--- src/hw/qspi_pkg.sv ---
// shared constants and types of the quad-SPI controller
// address bits 25:24 pick the chip enable, value 3 selects no chip
// outputs leave out_dly clocks after a stage change
package qspi_pkg;

	localparam int adr_w       = 26;
	localparam int flash_adr_w = 24;
	localparam int num_ce      = 3;
	localparam int sck_div_w   = 10;
	localparam int lat_w       = 4;
	localparam int cmd_w       = 8;
	localparam int sync_depth  = 2;
	localparam int apb_adr_w   = 8;

	// output pipeline depth and the resulting sample delay behind the pin clock
	localparam int out_dly    = 2;
	localparam int sample_dly = out_dly + sync_depth;

	localparam logic [sck_div_w-1:0] sck_div_rst = 10'd1;
	localparam logic [lat_w-1:0]     lat_rst     = 4'd7;
	localparam logic [cmd_w-1:0]     rdcmd_rst   = 8'hEB;
	localparam logic [cmd_w-1:0]     wrcmd_rst   = 8'h38;

	// APB byte offsets
	localparam logic [apb_adr_w-1:0] reg_lat0   = 8'h00;
	localparam logic [apb_adr_w-1:0] reg_lat1   = 8'h04;
	localparam logic [apb_adr_w-1:0] reg_lat2   = 8'h08;
	localparam logic [apb_adr_w-1:0] reg_sckdiv = 8'h0C;
	localparam logic [apb_adr_w-1:0] reg_rdcmd  = 8'h10;
	localparam logic [apb_adr_w-1:0] reg_wrcmd  = 8'h14;

	typedef enum logic [1:0] {
		sz_byte = 2'd0,
		sz_half = 2'd1,
		sz_word = 2'd2
	} xfer_size_t;

	typedef struct packed {
		logic             wr;
		xfer_size_t       size;
		logic [adr_w-1:0] adr;
		logic [31:0]      wdata;
	} mem_req_t;

	typedef struct packed {
		logic [lat_w-1:0]     lat0;
		logic [lat_w-1:0]     lat1;
		logic [lat_w-1:0]     lat2;
		logic [sck_div_w-1:0] sck_div;
		logic [cmd_w-1:0]     rdcmd;
		logic [cmd_w-1:0]     wrcmd;
	} qspi_cfg_t;

	typedef enum logic [3:0] {
		st_idle   = 4'd0,
		st_cmd    = 4'd1,
		st_adr    = 4'd2,
		st_rdwait = 4'd3,
		st_rddata = 4'd4,
		st_wrdata = 4'd5,
		st_turn   = 4'd6
	} qspi_state_t;

	typedef struct packed {
		logic              sck;
		logic [num_ce-1:0] ce_n;
		logic [3:0]        sio_o;
		logic              sio_en;
	} qspi_pins_t;

endpackage

--- src/hw/qspi_cfg_regs.sv ---
// APB slave for the controller configuration
// no wait states, prdata is a pure decode of paddr during the access phase
// unmapped offsets answer with pslverr and read as zero
// writes during a transfer take effect immediately
`timescale 1ns/1ps

module qspi_cfg_regs
	import qspi_pkg::*;
(
	input  logic                 clk,
	input  logic                 rst_n,
	input  logic                 psel,
	input  logic                 penable,
	input  logic                 pwrite,
	input  logic [apb_adr_w-1:0] paddr,
	input  logic [31:0]          pwdata,
	output logic [31:0]          prdata,
	output logic                 pready,
	output logic                 pslverr,
	output qspi_cfg_t            cfg
);

	logic hit;
	logic wr_en;

	// read mux, unused upper bits stay zero
	always_comb begin
		hit = 1'b1;
		prdata = '0;
		case (paddr)
			reg_lat0:   prdata[lat_w-1:0] = cfg.lat0;
			reg_lat1:   prdata[lat_w-1:0] = cfg.lat1;
			reg_lat2:   prdata[lat_w-1:0] = cfg.lat2;
			reg_sckdiv: prdata[sck_div_w-1:0] = cfg.sck_div;
			reg_rdcmd:  prdata[cmd_w-1:0] = cfg.rdcmd;
			reg_wrcmd:  prdata[cmd_w-1:0] = cfg.wrcmd;
			default:    hit = 1'b0;
		endcase
	end

	assign pready = 1'b1;
	assign pslverr = psel & penable & ~hit;
	assign wr_en = psel & penable & pwrite & hit;

	always_ff @(posedge clk or negedge rst_n) begin
		if (!rst_n) begin
			cfg.lat0 <= lat_rst;
			cfg.lat1 <= lat_rst;
			cfg.lat2 <= lat_rst;
			cfg.sck_div <= sck_div_rst;
			cfg.rdcmd <= rdcmd_rst;
			cfg.wrcmd <= wrcmd_rst;
		end else if (wr_en) begin
			case (paddr)
				reg_lat0:   cfg.lat0 <= pwdata[lat_w-1:0];
				reg_lat1:   cfg.lat1 <= pwdata[lat_w-1:0];
				reg_lat2:   cfg.lat2 <= pwdata[lat_w-1:0];
				reg_sckdiv: cfg.sck_div <= pwdata[sck_div_w-1:0];
				reg_rdcmd:  cfg.rdcmd <= pwdata[cmd_w-1:0];
				reg_wrcmd:  cfg.wrcmd <= pwdata[cmd_w-1:0];
				default:    ;
			endcase
		end
	end

endmodule

--- src/hw/qspi_sck_gen.sv ---
// SCK divider, period is 2*(sck_div+1) system clocks
// free running from reset, the pin clock lags the internal one by out_dly
// sample strobe sits sync_depth clocks behind the pin rising edge
`timescale 1ns/1ps

module qspi_sck_gen
	import qspi_pkg::*;
(
	input  logic                 clk,
	input  logic                 rst_n,
	input  logic [sck_div_w-1:0] sck_div,
	output logic                 sck_pin,
	output logic                 shift_stb,
	output logic                 sample_stb
);

	logic [sck_div_w-1:0] div_cnt;
	logic                 wrap;
	logic                 sck_pre;
	logic [sample_dly:1]  sck_dly;

	// >= so a smaller divider written mid-count wraps at once
	assign wrap = (div_cnt >= sck_div);

	always_ff @(posedge clk or negedge rst_n) begin
		if (!rst_n) begin
			div_cnt <= '0;
			sck_pre <= 1'b1;
			sck_dly <= '1;
		end else begin
			div_cnt <= wrap ? '0 : div_cnt + 1'b1;
			if (wrap) begin
				sck_pre <= ~sck_pre;
			end
			sck_dly <= {sck_dly[sample_dly-1:1], sck_pre};
		end
	end

	assign sck_pin = sck_dly[out_dly];
	// high in the clock where the internal clock is about to fall
	assign shift_stb = wrap & sck_pre;
	assign sample_stb = sck_dly[sample_dly-1] & ~sck_dly[sample_dly];

endmodule

--- src/hw/qspi_seq.sv ---
// request latch and transfer FSM, one request at a time
// phases are 8 command bits, 6 address nibbles, wait, data, one turnaround
// read nibbles are counted at sample strobes, so sck_div must be 1 or more
// ce_n is delayed out_dly clocks to line up with the data pins
`timescale 1ns/1ps

module qspi_seq
	import qspi_pkg::*;
(
	input  logic                   clk,
	input  logic                   rst_n,
	input  logic                   req,
	input  mem_req_t               req_info,
	input  qspi_cfg_t              cfg,
	input  logic                   shift_stb,
	input  logic                   sample_stb,
	output logic                   busy,
	output logic                   done,
	output qspi_state_t            state,
	output logic [2:0]             nib_idx,
	output logic [num_ce-1:0]      ce_n,
	output logic                   capture,
	output logic [cmd_w-1:0]       cmd,
	output logic [flash_adr_w-1:0] flash_adr,
	output xfer_size_t             size,
	output logic [31:0]            wdata
);

	mem_req_t                       req_q;
	logic                           accept;
	logic [lat_w-1:0]               cnt;
	logic [lat_w-1:0]               lat;
	logic [2:0]                     last_nib;
	logic [adr_w-flash_adr_w-1:0]   chip;
	logic                           cmd_end;
	logic                           adr_end;
	logic                           wait_end;
	logic                           data_end;
	logic [2:0]                     rd_cnt;
	logic [sample_dly-1:0]          rd_dly;
	logic [num_ce-1:0]              ce_pre;
	logic [out_dly-1:0][num_ce-1:0] ce_dly;

	assign accept = req & ~busy;

	always_ff @(posedge clk) begin
		if (accept) begin
			req_q <= req_info;
		end
	end

	assign chip = req_q.adr[adr_w-1:flash_adr_w];

	always_comb begin
		case (chip)
			2'd1:    lat = cfg.lat1;
			2'd2:    lat = cfg.lat2;
			default: lat = cfg.lat0;
		endcase
		case (req_q.size)
			sz_byte: last_nib = 3'd1;
			sz_half: last_nib = 3'd3;
			default: last_nib = 3'd7;
		endcase
	end

	assign cmd_end = (cnt == lat_w'(7));
	assign adr_end = (cnt == lat_w'(5));
	assign wait_end = (cnt == lat - 1'b1);
	assign data_end = (cnt == {1'b0, last_nib});

	// state and phase counter move on the falling SCK edge only
	always_ff @(posedge clk or negedge rst_n) begin
		if (!rst_n) begin
			state <= st_idle;
			cnt <= '0;
		end else if (shift_stb) begin
			cnt <= cnt + 1'b1;
			case (state)
				st_idle: begin
					cnt <= '0;
					if (busy) begin
						state <= st_cmd;
					end
				end
				st_cmd: begin
					if (cmd_end) begin
						state <= st_adr;
						cnt <= '0;
					end
				end
				st_adr: begin
					if (adr_end) begin
						cnt <= '0;
						if (req_q.wr) begin
							state <= st_wrdata;
						end else if (lat == '0) begin
							state <= st_rddata;
						end else begin
							state <= st_rdwait;
						end
					end
				end
				st_rdwait: begin
					if (wait_end) begin
						state <= st_rddata;
						cnt <= '0;
					end
				end
				st_rddata, st_wrdata: begin
					if (data_end) begin
						state <= st_turn;
						cnt <= '0;
					end
				end
				default: begin
					state <= st_idle;
					cnt <= '0;
				end
			endcase
		end
	end

	always_ff @(posedge clk or negedge rst_n) begin
		if (!rst_n) begin
			busy <= 1'b0;
			done <= 1'b0;
			rd_cnt <= '0;
			rd_dly <= '0;
			ce_dly <= '1;
		end else begin
			if (accept) begin
				busy <= 1'b1;
			end else if (shift_stb && state == st_turn) begin
				busy <= 1'b0;
			end
			done <= (capture && rd_cnt == last_nib) ||
				(shift_stb && state == st_wrdata && data_end);
			if (state == st_idle) begin
				rd_cnt <= '0;
			end else if (capture) begin
				rd_cnt <= rd_cnt + 1'b1;
			end
			// read phase flag follows the pin clock through pins and synchronizer
			rd_dly <= {rd_dly[sample_dly-2:0], state == st_rddata};
			ce_dly <= {ce_dly[out_dly-2:0], ce_pre};
		end
	end

	assign capture = rd_dly[sample_dly-1] & sample_stb;

	// one-hot chip enable from the top address bits
	always_comb begin
		ce_pre = '1;
		if (state != st_idle && state != st_turn) begin
			for (int i = 0; i < num_ce; i++) begin
				if (chip == i) begin
					ce_pre[i] = 1'b0;
				end
			end
		end
	end

	assign ce_n = ce_dly[out_dly-1];
	assign nib_idx = cnt[2:0];
	assign cmd = req_q.wr ? cfg.wrcmd : cfg.rdcmd;
	assign flash_adr = req_q.adr[flash_adr_w-1:0];
	assign size = req_q.size;
	assign wdata = req_q.wdata;

endmodule

--- src/hw/qspi_datapath.sv ---
// pin data path of the quad-SPI controller
// write bytes go out lowest byte first, high nibble first within a byte
// the first byte received ends up in rdata[7:0], upper bytes zero by size
// rdata is only meaningful in the cycle that done is high
`timescale 1ns/1ps

module qspi_datapath
	import qspi_pkg::*;
(
	input  logic                   clk,
	input  logic                   rst_n,
	input  qspi_state_t            state,
	input  logic [2:0]             nib_idx,
	input  logic [cmd_w-1:0]       cmd,
	input  logic [flash_adr_w-1:0] flash_adr,
	input  xfer_size_t             size,
	input  logic [31:0]            wdata,
	input  logic                   capture,
	input  logic [3:0]             sio_i,
	output logic [3:0]             sio_o,
	output logic                   sio_en,
	output logic [31:0]            rdata
);

	logic [3:0]                 nib;
	logic                       nib_en;
	logic [out_dly-1:0][3:0]    sio_dly;
	logic [out_dly-1:0]         en_dly;
	logic [sync_depth-1:0][3:0] sync_ff;
	logic [31:0]                rx;

	always_comb begin
		nib = 4'h0;
		nib_en = 1'b0;
		case (state)
			st_cmd: begin
				// single bit on sio[0], MSB first
				nib = {3'b000, cmd[3'd7 - nib_idx]};
				nib_en = 1'b1;
			end
			st_adr: begin
				nib = flash_adr[{3'd5 - nib_idx, 2'b00} +: 4];
				nib_en = 1'b1;
			end
			st_wrdata: begin
				nib = wdata[{nib_idx[2:1], ~nib_idx[0], 2'b00} +: 4];
				nib_en = 1'b1;
			end
			default: begin
				nib = 4'h0;
				nib_en = 1'b0;
			end
		endcase
	end

	always_ff @(posedge clk or negedge rst_n) begin
		if (!rst_n) begin
			sio_dly <= '0;
			en_dly <= '0;
			sync_ff <= '0;
		end else begin
			sio_dly <= {sio_dly[out_dly-2:0], nib};
			en_dly <= {en_dly[out_dly-2:0], nib_en};
			sync_ff <= {sync_ff[sync_depth-2:0], sio_i};
		end
	end

	assign sio_o = sio_dly[out_dly-1];
	assign sio_en = en_dly[out_dly-1];

	always_ff @(posedge clk) begin
		if (capture) begin
			rx <= {rx[27:0], sync_ff[sync_depth-1]};
		end
	end

	// earliest byte sits highest in rx, swap it down to byte 0
	always_comb begin
		case (size)
			sz_byte: rdata = {24'd0, rx[7:0]};
			sz_half: rdata = {16'd0, rx[7:0], rx[15:8]};
			default: rdata = {rx[7:0], rx[15:8], rx[23:16], rx[31:24]};
		endcase
	end

endmodule

--- src/hw/qspi_ctrl.sv ---
// quad-SPI flash and PSRAM controller top
// APB for configuration, a single-request memory port, three chip enables
// sck is held high whenever no chip enable is active
`timescale 1ns/1ps

module qspi_ctrl
	import qspi_pkg::*;
(
	input  logic                 clk,
	input  logic                 rst_n,
	input  logic                 psel,
	input  logic                 penable,
	input  logic                 pwrite,
	input  logic [apb_adr_w-1:0] paddr,
	input  logic [31:0]          pwdata,
	output logic [31:0]          prdata,
	output logic                 pready,
	output logic                 pslverr,
	input  logic                 req,
	input  mem_req_t             req_info,
	output logic                 busy,
	output logic                 done,
	output logic [31:0]          rdata,
	output qspi_pins_t           pins,
	input  logic [3:0]           sio_i
);

	qspi_cfg_t              cfg;
	logic                   sck_pin;
	logic                   shift_stb;
	logic                   sample_stb;
	qspi_state_t            state;
	logic [2:0]             nib_idx;
	logic [num_ce-1:0]      ce_n;
	logic                   capture;
	logic [cmd_w-1:0]       cmd;
	logic [flash_adr_w-1:0] flash_adr;
	xfer_size_t             size;
	logic [31:0]            wdata;
	logic [3:0]             sio_o;
	logic                   sio_en;

	qspi_cfg_regs u_regs (
		.clk     (clk),
		.rst_n   (rst_n),
		.psel    (psel),
		.penable (penable),
		.pwrite  (pwrite),
		.paddr   (paddr),
		.pwdata  (pwdata),
		.prdata  (prdata),
		.pready  (pready),
		.pslverr (pslverr),
		.cfg     (cfg)
	);

	qspi_sck_gen u_sck (
		.clk        (clk),
		.rst_n      (rst_n),
		.sck_div    (cfg.sck_div),
		.sck_pin    (sck_pin),
		.shift_stb  (shift_stb),
		.sample_stb (sample_stb)
	);

	qspi_seq u_seq (
		.clk        (clk),
		.rst_n      (rst_n),
		.req        (req),
		.req_info   (req_info),
		.cfg        (cfg),
		.shift_stb  (shift_stb),
		.sample_stb (sample_stb),
		.busy       (busy),
		.done       (done),
		.state      (state),
		.nib_idx    (nib_idx),
		.ce_n       (ce_n),
		.capture    (capture),
		.cmd        (cmd),
		.flash_adr  (flash_adr),
		.size       (size),
		.wdata      (wdata)
	);

	qspi_datapath u_dp (
		.clk       (clk),
		.rst_n     (rst_n),
		.state     (state),
		.nib_idx   (nib_idx),
		.cmd       (cmd),
		.flash_adr (flash_adr),
		.size      (size),
		.wdata     (wdata),
		.capture   (capture),
		.sio_i     (sio_i),
		.sio_o     (sio_o),
		.sio_en    (sio_en),
		.rdata     (rdata)
	);

	// ce_n and sck_pin share the same delay, so the gating is glitch free
	assign pins.sck = sck_pin | (&ce_n);
	assign pins.ce_n = ce_n;
	assign pins.sio_o = sio_o;
	assign pins.sio_en = sio_en;

endmodule

--- config.mk ---
export PLATFORM = sky130hd
export DESIGN_NAME = qspi_ctrl
export DESIGN_NICKNAME = d
export VERILOG_FILES = /design/src/hw/qspi_pkg.sv /design/src/hw/qspi_cfg_regs.sv /design/src/hw/qspi_sck_gen.sv /design/src/hw/qspi_seq.sv /design/src/hw/qspi_datapath.sv /design/src/hw/qspi_ctrl.sv
export SDC_FILE = /design/constraint.sdc
export NUM_CORES = 1
export LEC_CHECK = 0
export ABC_AREA = 0
export BUFFER_PORTS_ARGS = -buffer_cell sky130_fd_sc_hd__buf_2
export CELL_PAD_IN_SITES_DETAIL_PLACEMENT = 1
export CELL_PAD_IN_SITES_GLOBAL_PLACEMENT = 1
export CORE_MARGIN = 8
export CORE_UTILIZATION = 44
export DETAILED_ROUTE_END_ITERATION = 8
export HOLD_SLACK_MARGIN = 0.12
export PLACE_DENSITY_LB_ADDON = 0.05
export SYNTH_ARGS = -nofsm -noshare
export SYNTH_HDL_FRONTEND = slang
export SYNTH_SLANG_ARGS = --single-unit
--- constraint.sdc ---
create_clock -name clk -period 4.8 [get_ports clk]
set_input_delay 1.44 -clock clk [delete_from_list [all_inputs] [get_ports clk]]
set_output_delay 1.44 -clock clk [all_outputs]
set_load 0.02 [all_outputs]
==> metrics <==
core area=18700 µm²; Cell Count, Final, Fillers Out=986; final hold viol count=0; root cell of the clock tree=clkbuf_16; GP Congestion=0.842; Sum Neg Setup Slack=0 ps; Critical Path, Cell by Cell=buf_2, or4_4, nor2_2, nand2_2, nor2_1, buf_4, nand2_1, o21ai_0, a221o_1, buf_2; initial DRC count=207; Seq pwr share=47.9%; DR DRC count=0; worst endpoint required time=3360 ps; clock latency on the worst-skew pair=430 ps; utilization after layout=52.4%; final worst slack=231 ps; TritonCTS clock tree=yes; Top-Level Pins=188; Slew HR=31.2%; number of inserted diodes=0; Initial Utilization=44.8%; fillers=1910; status=finished clean; reported net switching power=1.34 mW; DRT antenna net count=0; final WL=19.7 mm; die height=154 µm; Vias/cell=5.26; Setup Crit Path Kind=in -> out; dpl cell area=9190 µm²; Synth async-reset ratio=50.0%; maximum clock rate=0.219 GHz; RSZ-0062 raised after global routing=false; ratio of cells with drive above 1 in the final layout=38.2%; Worst Tran Pin Value=1030 ps; crit path launch type=input port; PortBufs=142; CTS buffer count=17; Post-synth top flop=edfxtp_1; post-CTS sizing=0; Clock transition at path regs=70 ps; post-route minimum period=4570 ps; Final Net Count=869; CTS Sinks=186; GRT Total Usage=16.9%; Final Cycle Share=95.2%; Rows=50; synthesized area=8390 µm²; Power Density=452 nW/µm²; endpoint type of the worst setup path=output pin; max_cap viols=0; clock group share of total power=32.4%; total power=4.43 mW; Comb pwr share=19.7%; Hold WC Path Type=reg -> reg; Final Max Tran Viols=0; DP Worst Slack=258 ps; share of the synthesized area in the top cell type=33.3%; gr ovfl total=0; Placed Instances=954; Commonest cells post-synth=93 x edfxtp_1, 63 x dfrtp_1, 45 x mux2_2, 42 x nand2_1, 32 x buf_4; synth top area cells=edfxtp_1 33%, dfrtp_1 19%, dfstp_2 9.4%, mux2_2 6.0%, mux4_2 4.8%; Pleak=4.11 nW; arrival time of the worst setup path=3130 ps; Fin Hold WS=348 ps; average wire per standard cell=20.0 µm; initial antenna violation count=0; first-pass GRT wire length=31.5 mm; final setup violation count=0; CP top delay family=simple AND/OR/NAND/NOR gates; Die Wd=154 µm; H-tree Lvls=4; most frequent CP cell=buf_2; Synth area leader=edfxtp_1; Syn-to-layout area delta=16.8%; Slowest-stage cell, CP=or4_4; pin count of the biggest net entering global routing=48; Post-Synthesis Cells=607; vias in the first global route=5831; number of synthesized flops with an enable pin=93; switching share of power=30.3%; skew final=9.40 ps; Die Area=23700 µm²; warnings from Yosys=0; sequential area share after synthesis=61.5%; post-CTS setup buffer count=0; Pint=3.09 mW; vias=5189; crit-path max FO=8; crit path buf inv count=3; CP max stage delay=550 ps; post-detail-place hpwl=14.4 mm; Yosys reg bits=186; Yosys cell types=57; worst-case clock buffer depth=2; fin area=9800 µm²; cts hold-fix bufs=0; first drt pass iteration count=4; count leader, synth=edfxtp_1; VDD IR-drop max=0.317 mV; mean area per synthesized cell=13.8 µm²
-- metal layers --
layer	part of all wire (%)	up-vias	global-route usage, %
li1	-	2432	-
met4	0.84	0	5.37
met1	44	2613	21.2
met3	4.9	13	4.23
met5	0	-	0
met2	50	131	28.2
-- cell usage in the layout (no fill, tap or decap), types with 5 or more instances in the layout --
cell type,instances
a21oi_1,12
a22o_1,11
a22oi_1,16
and2_1,19
buf_2,141
buf_4,7
clkbuf_16,17
conb_1,23
dfrtp_1,63
dfstp_2,30
edfxtp_1,93
ha_1,19
inv_1,17
inv_6,5
mux2_2,45
mux2i_1,15
mux4_2,18
nand2_1,42
nand2b_1,5
nand3_1,9
nor2_1,28
nor3_1,6
o21ai_0,18
o22ai_1,5
xnor2_1,9
xor2_1,11
-- sequential cells by signal (all words and copies together), names as in the netlist, 4 cells and up --
| signal | flops |
|---|---|
| u_seq.rd_dly | 4 |
| u_sck.div_cnt | 10 |
| u_regs.cfg | 38 |
| u_dp.sio_o | 4 |
| u_seq.wdata | 32 |
| u_sck.sck_dly | 4 |
| u_seq.flash_adr | 24 |
| u_dp.sio_dly | 4 |
| u_dp.sync_ff | 8 |
| u_dp.rx | 32 |
| u_seq.cnt | 4 |
-- layout make-up --
cell class                 instances  area (µm²)  area share [%]
sequential                       186        5160            52.6
inverter                          17        63.8           0.651
tap                              234         293            2.99
multi-input combinational        369        2920            29.8
clock buffer                      18         429            4.38
clock inverter                    14         174            1.78
timing repair buffer             148         758            7.74
-- worst register-to-register path, delay by kind of cell, from the launching register on --
family | cells | cell delay (ps)
AOI/OAI and AO/OA | 3 | 1180
DFF | 1 | 1020
adders and majority gates | 1 | 330
and+or+nand+nor | 2 | 320
muxes | 1 | 70
-- worst paths after layout --
kind	startpoint	end	slack, ps	cells after the start
min reg2reg	u_dp.en_dly[0]$_DFF_PN0_	u_dp.en_dly[1]$_DFF_PN0_	350	0
max reg2reg	u_seq.cnt[1]$_DFFE_PN0N_	u_seq.cnt[1]$_DFFE_PN0N_	1750	7
max in group asynchronous	rst_n	u_sck.sck_dly[3]$_DFF_PN1_	2990	2
max	paddr[0]	prdata[3]	230	10
min in group asynchronous	rst_n	u_regs.cfg[33]$_DFFE_PN0P_	980	1
min	u_dp.en_dly[0]$_DFF_PN0_	u_dp.en_dly[1]$_DFF_PN0_	350	0
-- power groups by stage --
stage	Clock, mW	Combinational [mW]	Sequential (mW)
after global placement	0	0.857	2.15
after detailed placement	0	0.878	2.16
after CTS	1.46	0.884	2.13
after floorplan	0	0.728	2.03
final	1.43	0.872	2.12
after global routing	1.52	0.958	2.16
-- cells by family after synthesis --
logic type | Yosys count | synth area share, %
other | 2 | 0.0895
muxes | 78 | 12.7
xor gates and xnor gates | 20 | 2.09
AOI/OAI and AO/OA | 86 | 7.13
buffers and inverters | 73 | 4.79
adders and majority gates | 19 | 2.83
DFF | 186 | 61.5
and+or+nand+nor | 143 | 8.91
(Power assumes the default switching activity.)
